$ cat src/hw/pque_cfg.svh
`ifndef PQUE_CFG_SVH
`define PQUE_CFG_SVH

//////////////////////////////
// data path sizes
//////////////////////////////

`define PQUE_WIDTH    32
`define PQUE_BITMDAT  5

//////////////////////////////
// buffer and queue sizes
//////////////////////////////

`define PQUE_NUMADDR  64
`define PQUE_BITADDR  6

// three queues, so a two bit id can name one that does not exist.
`define PQUE_NUMQ     3
`define PQUE_BITQ     2

// one extra bit so a queue holding every entry still fits.
`define PQUE_BITQCNT  (`PQUE_BITADDR + 1)

`endif

$ cat src/hw/pque_pkg.sv
`include "pque_cfg.svh"

package pque_pkg;

  //////////////////////////////
  // scalar types
  //////////////////////////////

  typedef logic [`PQUE_WIDTH-1:0]   data_t;
  typedef logic [`PQUE_BITADDR-1:0] ptr_t;
  typedef logic [`PQUE_BITQ-1:0]    qid_t;
  typedef logic [`PQUE_BITMDAT-1:0] mdat_t;
  typedef logic [`PQUE_BITQCNT-1:0] cnt_t;

  //////////////////////////////
  // entry and channel words
  //////////////////////////////

  typedef struct packed {
    mdat_t mdat;
    data_t data;
  } entry_t;                              // one word of the entry memory.

  typedef struct packed {
    qid_t  qid;
    ptr_t  ptr;
    mdat_t mdat;
    data_t data;
  } push_cmd_t;

  typedef struct packed {
    cnt_t cnt;                            // count before the push.
  } push_rsp_t;

  typedef struct packed {
    qid_t qid;
  } pop_cmd_t;

  typedef struct packed {
    logic  empty;
    cnt_t  cnt;                           // count before the pop.
    ptr_t  ptr;
    mdat_t mdat;
    data_t data;
  } pop_rsp_t;

endpackage

$ cat src/hw/pque_buffer_ram.sv
`timescale 1ns/1ns
`include "pque_cfg.svh"

module pque_buffer_ram
  import pque_pkg::*;
#(
  parameter int DEPTH = `PQUE_NUMADDR,
  parameter int WIDTH = `PQUE_WIDTH
) (
  input  logic             clk,
  input  logic             wr_en,
  input  ptr_t             wr_addr,
  input  logic [WIDTH-1:0] wr_data,
  input  ptr_t             rd_addr,
  output logic [WIDTH-1:0] rd_data
);

  logic [WIDTH-1:0] mem [DEPTH];

  always_ff @(posedge clk) begin
    if (wr_en) begin
      mem[wr_addr] <= wr_data;
    end
  end

  // data appears one cycle after the address.
  always_ff @(posedge clk) begin
    rd_data <= mem[rd_addr];
  end

endmodule

$ cat src/hw/pque_queue_table.sv
`timescale 1ns/1ns
`include "pque_cfg.svh"

module pque_queue_table
  import pque_pkg::*;
(
  input  logic clk,
  input  logic rst,

  input  qid_t rd_qid,
  output ptr_t rd_head,
  output ptr_t rd_tail,
  output cnt_t rd_cnt,

  input  logic wr_en,
  input  qid_t wr_qid,
  input  ptr_t wr_head,
  input  ptr_t wr_tail,
  input  cnt_t wr_cnt
);

  ptr_t head_q [`PQUE_NUMQ];
  ptr_t tail_q [`PQUE_NUMQ];
  cnt_t cnt_q  [`PQUE_NUMQ];

  logic rd_hit;
  logic wr_hit;

  // the id field can encode more queues than exist.
  assign rd_hit = (rd_qid < `PQUE_NUMQ);
  assign wr_hit = (wr_qid < `PQUE_NUMQ);

  //////////////////////////////
  // read port
  //////////////////////////////

  always_comb begin
    rd_head = '0;
    rd_tail = '0;
    rd_cnt  = '0;                         // a missing queue reads as empty.
    if (rd_hit) begin
      rd_head = head_q[rd_qid];
      rd_tail = tail_q[rd_qid];
      rd_cnt  = cnt_q[rd_qid];
    end
  end

  //////////////////////////////
  // write port
  //////////////////////////////

  always_ff @(posedge clk) begin
    if (rst) begin
      for (int q = 0; q < `PQUE_NUMQ; q++) begin
        cnt_q[q] <= '0;
      end
    end else if (wr_en && wr_hit) begin
      cnt_q[wr_qid] <= wr_cnt;
    end
  end

  // head and tail mean nothing while the count is zero.
  always_ff @(posedge clk) begin
    if (wr_en && wr_hit) begin
      head_q[wr_qid] <= wr_head;
      tail_q[wr_qid] <= wr_tail;
    end
  end

endmodule

$ cat src/hw/pque_engine.sv
`timescale 1ns/1ns

module pque_engine
  import pque_pkg::*;
(
  input  logic      clk,
  input  logic      rst,

  input  logic      push_req,
  input  push_cmd_t push_cmd,
  output logic      push_ack,
  output push_rsp_t push_rsp,

  input  logic      pop_req,
  input  pop_cmd_t  pop_cmd,
  output logic      pop_ack,
  output pop_rsp_t  pop_rsp,

  output qid_t      tbl_rd_qid,
  input  ptr_t      tbl_head,
  input  ptr_t      tbl_tail,
  input  cnt_t      tbl_cnt,
  output logic      tbl_wr_en,
  output qid_t      tbl_wr_qid,
  output ptr_t      tbl_wr_head,
  output ptr_t      tbl_wr_tail,
  output cnt_t      tbl_wr_cnt,

  output logic      ent_wr_en,
  output ptr_t      ent_wr_addr,
  output entry_t    ent_wr_data,
  output ptr_t      ent_rd_addr,
  input  entry_t    ent_rd_data,

  output logic      lnk_wr_en,
  output ptr_t      lnk_wr_addr,
  output ptr_t      lnk_wr_data,
  output ptr_t      lnk_rd_addr,
  input  ptr_t      lnk_rd_data
);

  typedef enum logic [2:0] {
    ST_IDLE,
    ST_PUSH_UPD,
    ST_POP_RD,
    ST_POP_CAP,
    ST_ACK_WAIT
  } state_t;

  state_t    state;
  push_cmd_t cmd_q;                       // a pop only fills the qid.
  logic      q_empty;

  assign q_empty    = (tbl_cnt == '0);
  assign tbl_rd_qid = cmd_q.qid;

  //////////////////////////////
  // memory ports
  //////////////////////////////

  assign ent_wr_en   = (state == ST_PUSH_UPD);
  assign ent_wr_addr = cmd_q.ptr;
  assign ent_wr_data = '{mdat: cmd_q.mdat, data: cmd_q.data};
  assign lnk_wr_en   = (state == ST_PUSH_UPD) && !q_empty; // chain behind the old tail.
  assign lnk_wr_addr = tbl_tail;
  assign lnk_wr_data = cmd_q.ptr;

  // the head entry is read every cycle but only used in ST_POP_CAP.
  assign ent_rd_addr = tbl_head;
  assign lnk_rd_addr = tbl_head;

  //////////////////////////////
  // queue table update
  //////////////////////////////

  always_comb begin
    tbl_wr_en   = 1'b0;
    tbl_wr_qid  = cmd_q.qid;
    tbl_wr_head = tbl_head;
    tbl_wr_tail = tbl_tail;
    tbl_wr_cnt  = tbl_cnt;
    if (state == ST_PUSH_UPD) begin
      tbl_wr_en   = 1'b1;
      tbl_wr_tail = cmd_q.ptr;
      tbl_wr_cnt  = tbl_cnt + 1'b1;
      if (q_empty) begin
        tbl_wr_head = cmd_q.ptr;
      end
    end else if (state == ST_POP_CAP) begin
      tbl_wr_en   = 1'b1;
      tbl_wr_head = lnk_rd_data;          // the next entry becomes the head.
      tbl_wr_cnt  = tbl_cnt - 1'b1;
    end
  end

  //////////////////////////////
  // sequencing
  //////////////////////////////

  always_ff @(posedge clk) begin
    if (rst) begin
      state    <= ST_IDLE;
      push_ack <= 1'b0;
      pop_ack  <= 1'b0;
    end else begin
      case (state)
        ST_IDLE: begin
          if (pop_req) begin              // pop wins, a push keeps waiting.
            state <= ST_POP_RD;
          end else if (push_req) begin
            state <= ST_PUSH_UPD;
          end
        end
        ST_PUSH_UPD: begin
          push_ack <= 1'b1;
          state    <= ST_ACK_WAIT;
        end
        ST_POP_RD: begin
          if (q_empty) begin
            pop_ack <= 1'b1;
            state   <= ST_ACK_WAIT;
          end else begin
            state <= ST_POP_CAP;
          end
        end
        ST_POP_CAP: begin
          pop_ack <= 1'b1;
          state   <= ST_ACK_WAIT;
        end
        ST_ACK_WAIT: begin
          if ((push_ack && !push_req) || (pop_ack && !pop_req)) begin
            push_ack <= 1'b0;
            pop_ack  <= 1'b0;
            state    <= ST_IDLE;
          end
        end
        default: state <= ST_IDLE;
      endcase
    end
  end

  // command capture and responses, held until the next command.
  always_ff @(posedge clk) begin
    if (state == ST_IDLE) begin
      if (pop_req) begin
        cmd_q.qid <= pop_cmd.qid;
      end else if (push_req) begin
        cmd_q <= push_cmd;
      end
    end
    if (state == ST_PUSH_UPD) begin
      push_rsp.cnt <= tbl_cnt;
    end
    if ((state == ST_POP_RD) && q_empty) begin
      pop_rsp <= '{empty: 1'b1, cnt: '0, ptr: '0, mdat: '0, data: '0};
    end
    if (state == ST_POP_CAP) begin
      pop_rsp <= '{empty: 1'b0, cnt: tbl_cnt, ptr: tbl_head,
                   mdat: ent_rd_data.mdat, data: ent_rd_data.data};
    end
  end

endmodule

$ cat src/hw/pque_top.sv
`timescale 1ns/1ns
`include "pque_cfg.svh"

module pque_top
  import pque_pkg::*;
(
  input  logic      clk,
  input  logic      rst,

  input  logic      push_req,
  input  push_cmd_t push_cmd,
  output logic      push_ack,
  output push_rsp_t push_rsp,

  input  logic      pop_req,
  input  pop_cmd_t  pop_cmd,
  output logic      pop_ack,
  output pop_rsp_t  pop_rsp
);

  //////////////////////////////
  // interconnect
  //////////////////////////////

  qid_t   tbl_rd_qid;
  ptr_t   tbl_head;
  ptr_t   tbl_tail;
  cnt_t   tbl_cnt;
  logic   tbl_wr_en;
  qid_t   tbl_wr_qid;
  ptr_t   tbl_wr_head;
  ptr_t   tbl_wr_tail;
  cnt_t   tbl_wr_cnt;

  logic   ent_wr_en;
  ptr_t   ent_wr_addr;
  entry_t ent_wr_data;
  ptr_t   ent_rd_addr;
  entry_t ent_rd_data;

  logic   lnk_wr_en;
  ptr_t   lnk_wr_addr;
  ptr_t   lnk_wr_data;
  ptr_t   lnk_rd_addr;
  ptr_t   lnk_rd_data;

  //////////////////////////////
  // instances
  //////////////////////////////

  pque_engine u_engine (
    .clk         (clk),
    .rst         (rst),
    .push_req    (push_req),
    .push_cmd    (push_cmd),
    .push_ack    (push_ack),
    .push_rsp    (push_rsp),
    .pop_req     (pop_req),
    .pop_cmd     (pop_cmd),
    .pop_ack     (pop_ack),
    .pop_rsp     (pop_rsp),
    .tbl_rd_qid  (tbl_rd_qid),
    .tbl_head    (tbl_head),
    .tbl_tail    (tbl_tail),
    .tbl_cnt     (tbl_cnt),
    .tbl_wr_en   (tbl_wr_en),
    .tbl_wr_qid  (tbl_wr_qid),
    .tbl_wr_head (tbl_wr_head),
    .tbl_wr_tail (tbl_wr_tail),
    .tbl_wr_cnt  (tbl_wr_cnt),
    .ent_wr_en   (ent_wr_en),
    .ent_wr_addr (ent_wr_addr),
    .ent_wr_data (ent_wr_data),
    .ent_rd_addr (ent_rd_addr),
    .ent_rd_data (ent_rd_data),
    .lnk_wr_en   (lnk_wr_en),
    .lnk_wr_addr (lnk_wr_addr),
    .lnk_wr_data (lnk_wr_data),
    .lnk_rd_addr (lnk_rd_addr),
    .lnk_rd_data (lnk_rd_data)
  );

  pque_queue_table u_queue_table (
    .clk     (clk),
    .rst     (rst),
    .rd_qid  (tbl_rd_qid),
    .rd_head (tbl_head),
    .rd_tail (tbl_tail),
    .rd_cnt  (tbl_cnt),
    .wr_en   (tbl_wr_en),
    .wr_qid  (tbl_wr_qid),
    .wr_head (tbl_wr_head),
    .wr_tail (tbl_wr_tail),
    .wr_cnt  (tbl_wr_cnt)
  );

  // metadata and data of each buffered entry.
  pque_buffer_ram #(
    .DEPTH (`PQUE_NUMADDR),
    .WIDTH ($bits(entry_t))
  ) u_entry_ram (
    .clk     (clk),
    .wr_en   (ent_wr_en),
    .wr_addr (ent_wr_addr),
    .wr_data (ent_wr_data),
    .rd_addr (ent_rd_addr),
    .rd_data (ent_rd_data)
  );

  // next pointer of each buffered entry.
  pque_buffer_ram #(
    .DEPTH (`PQUE_NUMADDR),
    .WIDTH ($bits(ptr_t))
  ) u_link_ram (
    .clk     (clk),
    .wr_en   (lnk_wr_en),
    .wr_addr (lnk_wr_addr),
    .wr_data (lnk_wr_data),
    .rd_addr (lnk_rd_addr),
    .rd_data (lnk_rd_data)
  );

endmodule

$ cat config.mk
export PLATFORM = sky130hd
export DESIGN_NAME = pque_top
export DESIGN_NICKNAME = d
export VERILOG_FILES = /design/src/hw/pque_pkg.sv /design/src/hw/pque_buffer_ram.sv /design/src/hw/pque_queue_table.sv /design/src/hw/pque_engine.sv /design/src/hw/pque_top.sv
export VERILOG_INCLUDE_DIRS = /design/src /design/src/hw
export SDC_FILE = /design/constraint.sdc
export NUM_CORES = 2
export LEC_CHECK = 0
export ABC_CLOCK_PERIOD_IN_PS = 7800
export BUFFER_PORTS_ARGS = -buffer_cell sky130_fd_sc_hd__buf_2
export CAP_MARGIN = 30
export CORE_AREA = 2 2 510 512
export CTS_BUF_LIST = sky130_fd_sc_hd__clkbuf_8
export DETAILED_ROUTE_END_ITERATION = 10
export DIE_AREA = 0 0 512 514
export SYNTH_ARGS = -nofsm -noshare
export SYNTH_HDL_FRONTEND = slang
export SYNTH_SLANG_ARGS = --single-unit
$ cat constraint.sdc
create_clock -name clk -period 7.8 [get_ports clk]
set_input_delay 0 -clock clk [delete_from_list [all_inputs] [get_ports clk]]
set_output_delay 0 -clock clk [all_outputs]
set_load 0.02 [all_outputs]
* After elaboration in Yosys (flattened, before gate mapping)
Memories as Yosys holds them, arrays and structs flattened. A register that Yosys moved wholly into a read port is not among the register bits.
Cells that the tools add are included.
** Storage, ports and cells
- Memory bits (writable) :: 2809
- Flip-flop bits (word level) :: 108
- Memories kept :: 5
- ROM bits :: 0
- Latch bits :: 0
- Word-level logic and storage cells :: 91
- Bits of input ports :: 51
** Memory list
- u_entry_ram.mem :: depth 64, width 37, read ports 1, clocked after Yosys merged registers in 1, wr ports 1, line pque_buffer_ram.sv:18 : logic [WIDTH-1:0] mem [DEPTH];
- u_link_ram.mem :: depth 64, width 6, read ports 1, clocked after Yosys merged registers in 1, wr ports 1, line pque_buffer_ram.sv:18
- u_queue_table.cnt_q :: depth 3, width 7, read ports 1, clocked after Yosys merged registers in 1, wr ports 3, line pque_queue_table.sv:24 : cnt_t cnt_q [`PQUE_NUMQ];
- u_queue_table.head_q :: depth 3, width 6, read ports 1, clocked after Yosys merged registers in 1, wr ports 1, line pque_queue_table.sv:22 : ptr_t head_q [`PQUE_NUMQ];
- u_queue_table.tail_q :: depth 3, width 6, read ports 1, clocked after Yosys merged registers in 1, wr ports 1, line pque_queue_table.sv:23 : ptr_t tail_q [`PQUE_NUMQ];
** Cells by class
- Reductions and logical operators :: 22
- $mul :: 0
- Shifts and indexed selects :: 0
- Div/mod/pow operators :: 0
- Multiplexer cells :: 40
- Magnitude comparators :: 1
- Equality and inequality tests :: 7
- Bitwise gates (word level) :: 1
- $add $sub $neg :: 2
** Operators with widths (count)
- $mux 50 :: 2
- $mux 45 :: 1
- $mux 6 :: 6
- $mux 7 :: 4
- $mux 1 :: 15
- $mux 3 :: 4
- $pmux 3 s4 :: 1
- $mux 2 :: 5
- $add 7x1->7 const B :: 1
- $logic_not 7->1 :: 1
- $reduce_or 7->1 :: 1
- $sub 7x1->7 const B :: 1
- $eq 3x2->1 const B :: 2
- $reduce_and 2->1 :: 3
- $reduce_and 3->1 :: 2
- $reduce_bool 2->1 :: 3
- $logic_and 1x1->1 :: 5
- $ne 2x1->1 const B :: 2
- $eq 3x1->1 const B :: 1
- $eq 3x3->1 const B :: 1
- $logic_not 1->1 :: 3
- $logic_not 3->1 :: 1
- $ne 3x3->1 const B :: 1
- $pmux 1 s3 :: 1
- 6 further kinds :: 6

* Longest topological paths before layout
- Word-level depth :: 9
- Depth in mapped cells :: 12

* Modules after synthesis
From an unflattened synthesis, not the netlist that was laid out.
** Second synthesis, totals
- Cell total of the unflattened synthesis :: 5088
- Area total of the unflattened synthesis :: 112520.4 sq um
** Modules (own cells, without submodules)
- pque_buffer_ram (u_entry_ram) :: area an instance 90465.5 sq um, sequential area each 71848.9 sq um, times used 1, cells each 3922
- pque_buffer_ram (u_link_ram) :: area an instance 15225.9 sq um, sequential area each 11651.2 sq um, times used 1, cells each 720
- pque_engine :: area an instance 4495.6 sq um, sequential area each 3183.1 sq um, times used 1, cells each 302
- pque_queue_table :: area an instance 2333.5 sq um, sequential area each 1711.6 sq um, times used 1, cells each 144

* Least setup slack after synthesis
OpenSTA, ideal clock, no wires.
- Path type :: register to register
- Start :: reg u_engine.state[1]
- End :: reg u_engine.cmd_q, in the netlist u_engine.ent_wr_addr[0], enable pin
- Data arrival time :: 4.864 ns
- Setup slack :: 2.386 ns
- Stages on the path, launching flop included :: 4
- Library setup time :: 0.550 ns
- Path buffers :: 2
- Data required time :: 7.250 ns
- Cell sequence :: dfxtp_1 -> clkbuf_1 -> clkbuf_1 -> nor4_1
** Between the ends
- Longest elaborated chain between the ends :: 2
** RTL lines
- start: declaration :: line pque_engine.sv:50 : state_t state;
- start signal: assignment :: line pque_engine.sv:102 : state <= ST_IDLE;
- start signal: assignment :: line pque_engine.sv:109 : state <= ST_POP_RD;
- start signal: assignment :: line pque_engine.sv:111 : state <= ST_PUSH_UPD;
- $logic_not 3->1 :: line pque_engine.sv:144 : if (state == ST_IDLE) begin
- $reduce_and 3->1 (no line)
- end signal: assignment :: line pque_engine.sv:148 : cmd_q <= push_cmd;
- end: declaration :: line pque_engine.sv:51 : push_cmd_t cmd_q;
No other way between the ends.
A chain may end at the register's enable or synchronous reset.

==> impl_summary.txt <==
----------------------------------------------------
[Worst setup path]
  Required time of the critical path ... 8.85 ns
  Endpoint class of the critical path ... flip-flop
  WS Path Type ... flip-flop to flip-flop
  Worst stage delay on the critical path ... 0.64 ns
  Worst-path maximum fanout ... 227
  Family with the most delay on the worst path ... buffers and inverters
  Sum of buffers and inverters on the critical path ... 3
  Sort of element at the start of the critical path ... flip-flop
  Cell with the largest stage delay on the worst path ... sky130_fd_sc_hd__buf_12
  Arrival time worst endpoint ... 5.74 ns
  Ordered list of cells on the worst path ... buf_4, mux2i_1, a211o_4, buf_4, buf_12, nand2_1, a22oi_1, a22oi_1, a211o_1, nand4_1

[Job]
  Max-capacitance violation count ... 0

[Floorplan]
  Floorplan die height ... 514 um
  Number of top-level pins ... 111
  Area of the placeable core ... 0.2581 mm2
  Full die area ... 0.2632 mm2
  Initial Utilization ... 44.68%
  Row Count ... 187
  Die span in x ... 512 um

[Timing]
  Total Negative Setup Slacks ... 0 ns
  Slew Limit Fails ... 0
  Slew at the pin closest to its max-slew limit ... 1.184 ns
  Timing-limited maximum frequency ... 0.2133 GHz
  Minimum period implied by the final worst setup slack ... 4.688 ns
  Number of endpoints with negative hold slack in the final report ... 0
  RSZ-0062 raised after global routing ... no
  Worst rel slew slack ... 21.05%
  Setup violation total in the final timing report ... 0
  Final worst path period share ... 60.11%
  Setup slack after layout ... 3.112 ns
  Worst clock skew on the final layout ... 0.1382 ns

[Synth]
  Sequential fraction of the synthesis area ... 76.88%
  Main combinational cell family by area after synthesis ... compound AO/OA/AOI/OAI gates
  Async S/R FF share, synth ... 0%
  Synthesized-area fraction occupied by xor and xnor cells ... 0.03798%
  Yosys warns ... 0
  Number of enable-type register cells in the synthesized netlist ... 2918
  Synth Area in Compound Gates ... 12.32%
  Synthesized-area fraction occupied by and/or/nand/nor cells ... 7.843%
  Count of distinct cell types in the synthesized netlist ... 61
  Post-synthesis register bit count ... 2969
  Post-synthesis adder-cell area fraction ... 0.03256%
  Multiplexer fraction of the synthesized cell area ... 0.6327%
  Leading area contributor after synthesis ... sky130_fd_sc_hd__edfxtp_1
  Main flop type after synthesis ... sky130_fd_sc_hd__edfxtp_1
  Leading post-synthesis cells by cell area ... sky130_fd_sc_hd__edfxtp_1, sky130_fd_sc_hd__nand2_1, sky130_fd_sc_hd__a21oi_1
  Cell area after synthesis ... 0.1153 mm2
  Post-synth top area share ... 76.00%
  Gate count of the mapped netlist ... 8052
  Mean area per synthesized cell ... 14.32 um2

[Clock network]
  Total CTS buffers ... 483
  Max Root-Sink Buffers ... 4
  TritonCTS clock tree ... done
  CTS resizes ... 0
  Htree depth ... 5
  Root buffer cell ... sky130_fd_sc_hd__clkbuf_8
  Clock transition at the registers of the reported paths ... 0.06 ns
  Worst skew pair latency ... 1.15 ns
  Clk sinks ... 2969

[Placement]
  Worst setup timing slack at the placement stage ... 3.247 ns
  RePlAce Congestion ... 0.8380
  HPWL reported at the end of detailed placement ... 166000 um
  Number of buffers inserted by port buffering ... 110

[Global route]
  Total global-route track usage ... 23.06%
  Via count of the first global-routing pass ... 68560
  Overflow left after global routing ... 0
  Initial antenna violation count ... 16
  Pin count of the biggest net entering global routing ... 228
  Global-route wire length before repair ... 453600 um

[Drt]
  Final WL ... 312600 um
  Violation count after the first detailed-route iteration ... 8468
  DR pass1 iterations ... 7
  Number of antenna-violating nets in the routed design ... 0
  Via count ... 71530
  Post-route DRC violation count ... 0
  Number of vias per cell ... 5.858
  Average wire per cell in the routed design ... 25.60 um

[Finish]
  Synthesis-to-layout area growth ... 13.01%
  Most common cell after layout, fill and taps aside ... sky130_fd_sc_hd__edfxtp_1
  Number of nets at the end of the flow ... 8465
  Share of cells above drive strength 1 ... 11.70%
  Most frequent cells in the layout ... sky130_fd_sc_hd__edfxtp_1, sky130_fd_sc_hd__nand2_1, sky130_fd_sc_hd__a21oi_1

[Power and ir drop]
  Leak ... 43.73 nW
  Power density normalized to cell area ... 327.4 mW/mm2
  Max rail drop VDD ... 0.0003618 V

[Hold path]
  Launch point of the worst hold path ... push_cmd[15]
  Classification of the worst-slack hold path ... input port to flip-flop

[Run status]
  Status ... completed

----------------------------------------------------
## metal layers
layer  up-vias  GRT usage, %  wire, um
li1      31522             -         -
met1     36308         32.52    131800
met2      3159         36.39    146100
met3       537         4.452     26840
met4         4         6.874      7832
met5         -             0        21
## kinds of logic (layout without fill, tap and decap cells)
| logic type | after synthesis | after routing |
|---|---|---|
| xor+xnor | 5 | 5 |
| other cells | 1 | 13 |
| compound gates | 2130 | 2130 |
| fa+ha+maj | 3 | 3 |
| mux | 63 | 63 |
| simple gates | 2282 | 2282 |
| flops | 2969 | 2969 |
| buf+inv | 599 | 1343 |
## Yosys cell counts, types with 6 or more instances
library cell	n
sky130_fd_sc_hd__buf_2	224
sky130_fd_sc_hd__dfxtp_1	51
sky130_fd_sc_hd__o22ai_1	43
sky130_fd_sc_hd__nand3_1	90
sky130_fd_sc_hd__inv_1	19
sky130_fd_sc_hd__nor3_1	10
sky130_fd_sc_hd__o21ai_0	54
sky130_fd_sc_hd__and2_1	42
sky130_fd_sc_hd__a211oi_1	44
sky130_fd_sc_hd__o21ai_1	13
sky130_fd_sc_hd__a22oi_1	315
sky130_fd_sc_hd__clkbuf_1	293
sky130_fd_sc_hd__nor2_1	182
sky130_fd_sc_hd__a21o_1	129
sky130_fd_sc_hd__buf_1	52
sky130_fd_sc_hd__a211o_1	45
sky130_fd_sc_hd__a21oi_1	914
sky130_fd_sc_hd__nand4_1	49
sky130_fd_sc_hd__mux2i_1	53
sky130_fd_sc_hd__edfxtp_1	2918
sky130_fd_sc_hd__nand2_1	1872
sky130_fd_sc_hd__o31ai_1	43
sky130_fd_sc_hd__mux4_2	6
sky130_fd_sc_hd__a31oi_1	43
sky130_fd_sc_hd__nand2b_1	8
sky130_fd_sc_hd__buf_4	6
sky130_fd_sc_hd__a32o_1	84
sky130_fd_sc_hd__a22o_1	85
sky130_fd_sc_hd__a32oi_1	302
## worst paths after layout
path | depth (start not counted) | to | slack [ns]
max | 10 | u_entry_ram.rd_data[22]$_DFF_P_ | 3.11
min | 3 | u_engine.ent_wr_data[15]$_DFFE_PP_ | 0.09
max reg2reg | 10 | u_entry_ram.rd_data[22]$_DFF_P_ | 3.11
min reg2reg | 1 | u_engine.pop_rsp[17]$_SDFFCE_PN0P_ | 0.50
## what timing repair did
action | 4_1_cts | 5_1_grt
buffers inserted | 0 | 0
hold buffers | 124 | 0
endpoints found under the hold margin | 139 | 0
## where the power goes
| group | total, W | internal [W] | switching, W | leakage (nW) |
|---|---|---|---|---|
| Sequential | 0.0182 | 0.0180 | 0.000203 | 26.7 |
| Clock | 0.0124 | 0.00632 | 0.00607 | 5.10 |
| Combinational | 0.0120 | 0.00366 | 0.00839 | 11.9 |
| Total | 0.0427 | 0.0280 | 0.0147 | 43.7 |
## through the flow
| stage | util (%) | total power (W) | instance area, um2 | hold WS, ns | cells |
|---|---|---|---|---|---|
| after floorplan | - | 0.02657 | 115300 | 0.09887 | 8058 |
| after CTS | 50.44 | 0.04275 | 130200 | 0.001763 | 12197 |
| after global placement | 46.46 | 0.03019 | 119900 | 0.1804 | 11177 |
| final | 50.49 | 0.04267 | 130300 | 0.09341 | 12210 |
| after detailed placement | 46.55 | 0.03040 | 120100 | 0.1781 | 11197 |
| after global routing | 50.49 | 0.04453 | 130300 | 0.05848 | 12206 |
## cell type report
type | count | area [um2]
inverter | 19 | 71.32
multi-input combinational | 4490 | 24700
tap | 3402 | 4257
sequential | 2969 | 88650
clock buffer | 508 | 6992
timing repair buffer | 448 | 3835
fill | 21617 | 127800
clock inverter | 368 | 1785
antenna | 6 | 15.01
## tightest hold or removal path: stages
cell and delay (ns):
sky130_fd_sc_hd__dlygate4sd3_1 0.52, sky130_fd_sc_hd__buf_2 0.09, sky130_fd_sc_hd__dlygate4sd3_1 0.53
## state kept, by name, indices dropped and copies added, names as in the netlist, 2 cells and up, named ones only
register	count
u_engine.ent_wr_data	37
u_engine.state	3
u_queue_table.tail_q	18
u_entry_ram.rd_data	37
u_link_ram.rd_data	6
u_queue_table.cnt_q	28
u_entry_ram.mem	2368
u_queue_table.head_q	18
u_link_ram.mem	384
u_engine.pop_rsp	51
u_engine.push_rsp	7
u_engine.ent_wr_addr	6
u_engine.tbl_rd_qid	2
(Power assumes the default switching activity.)
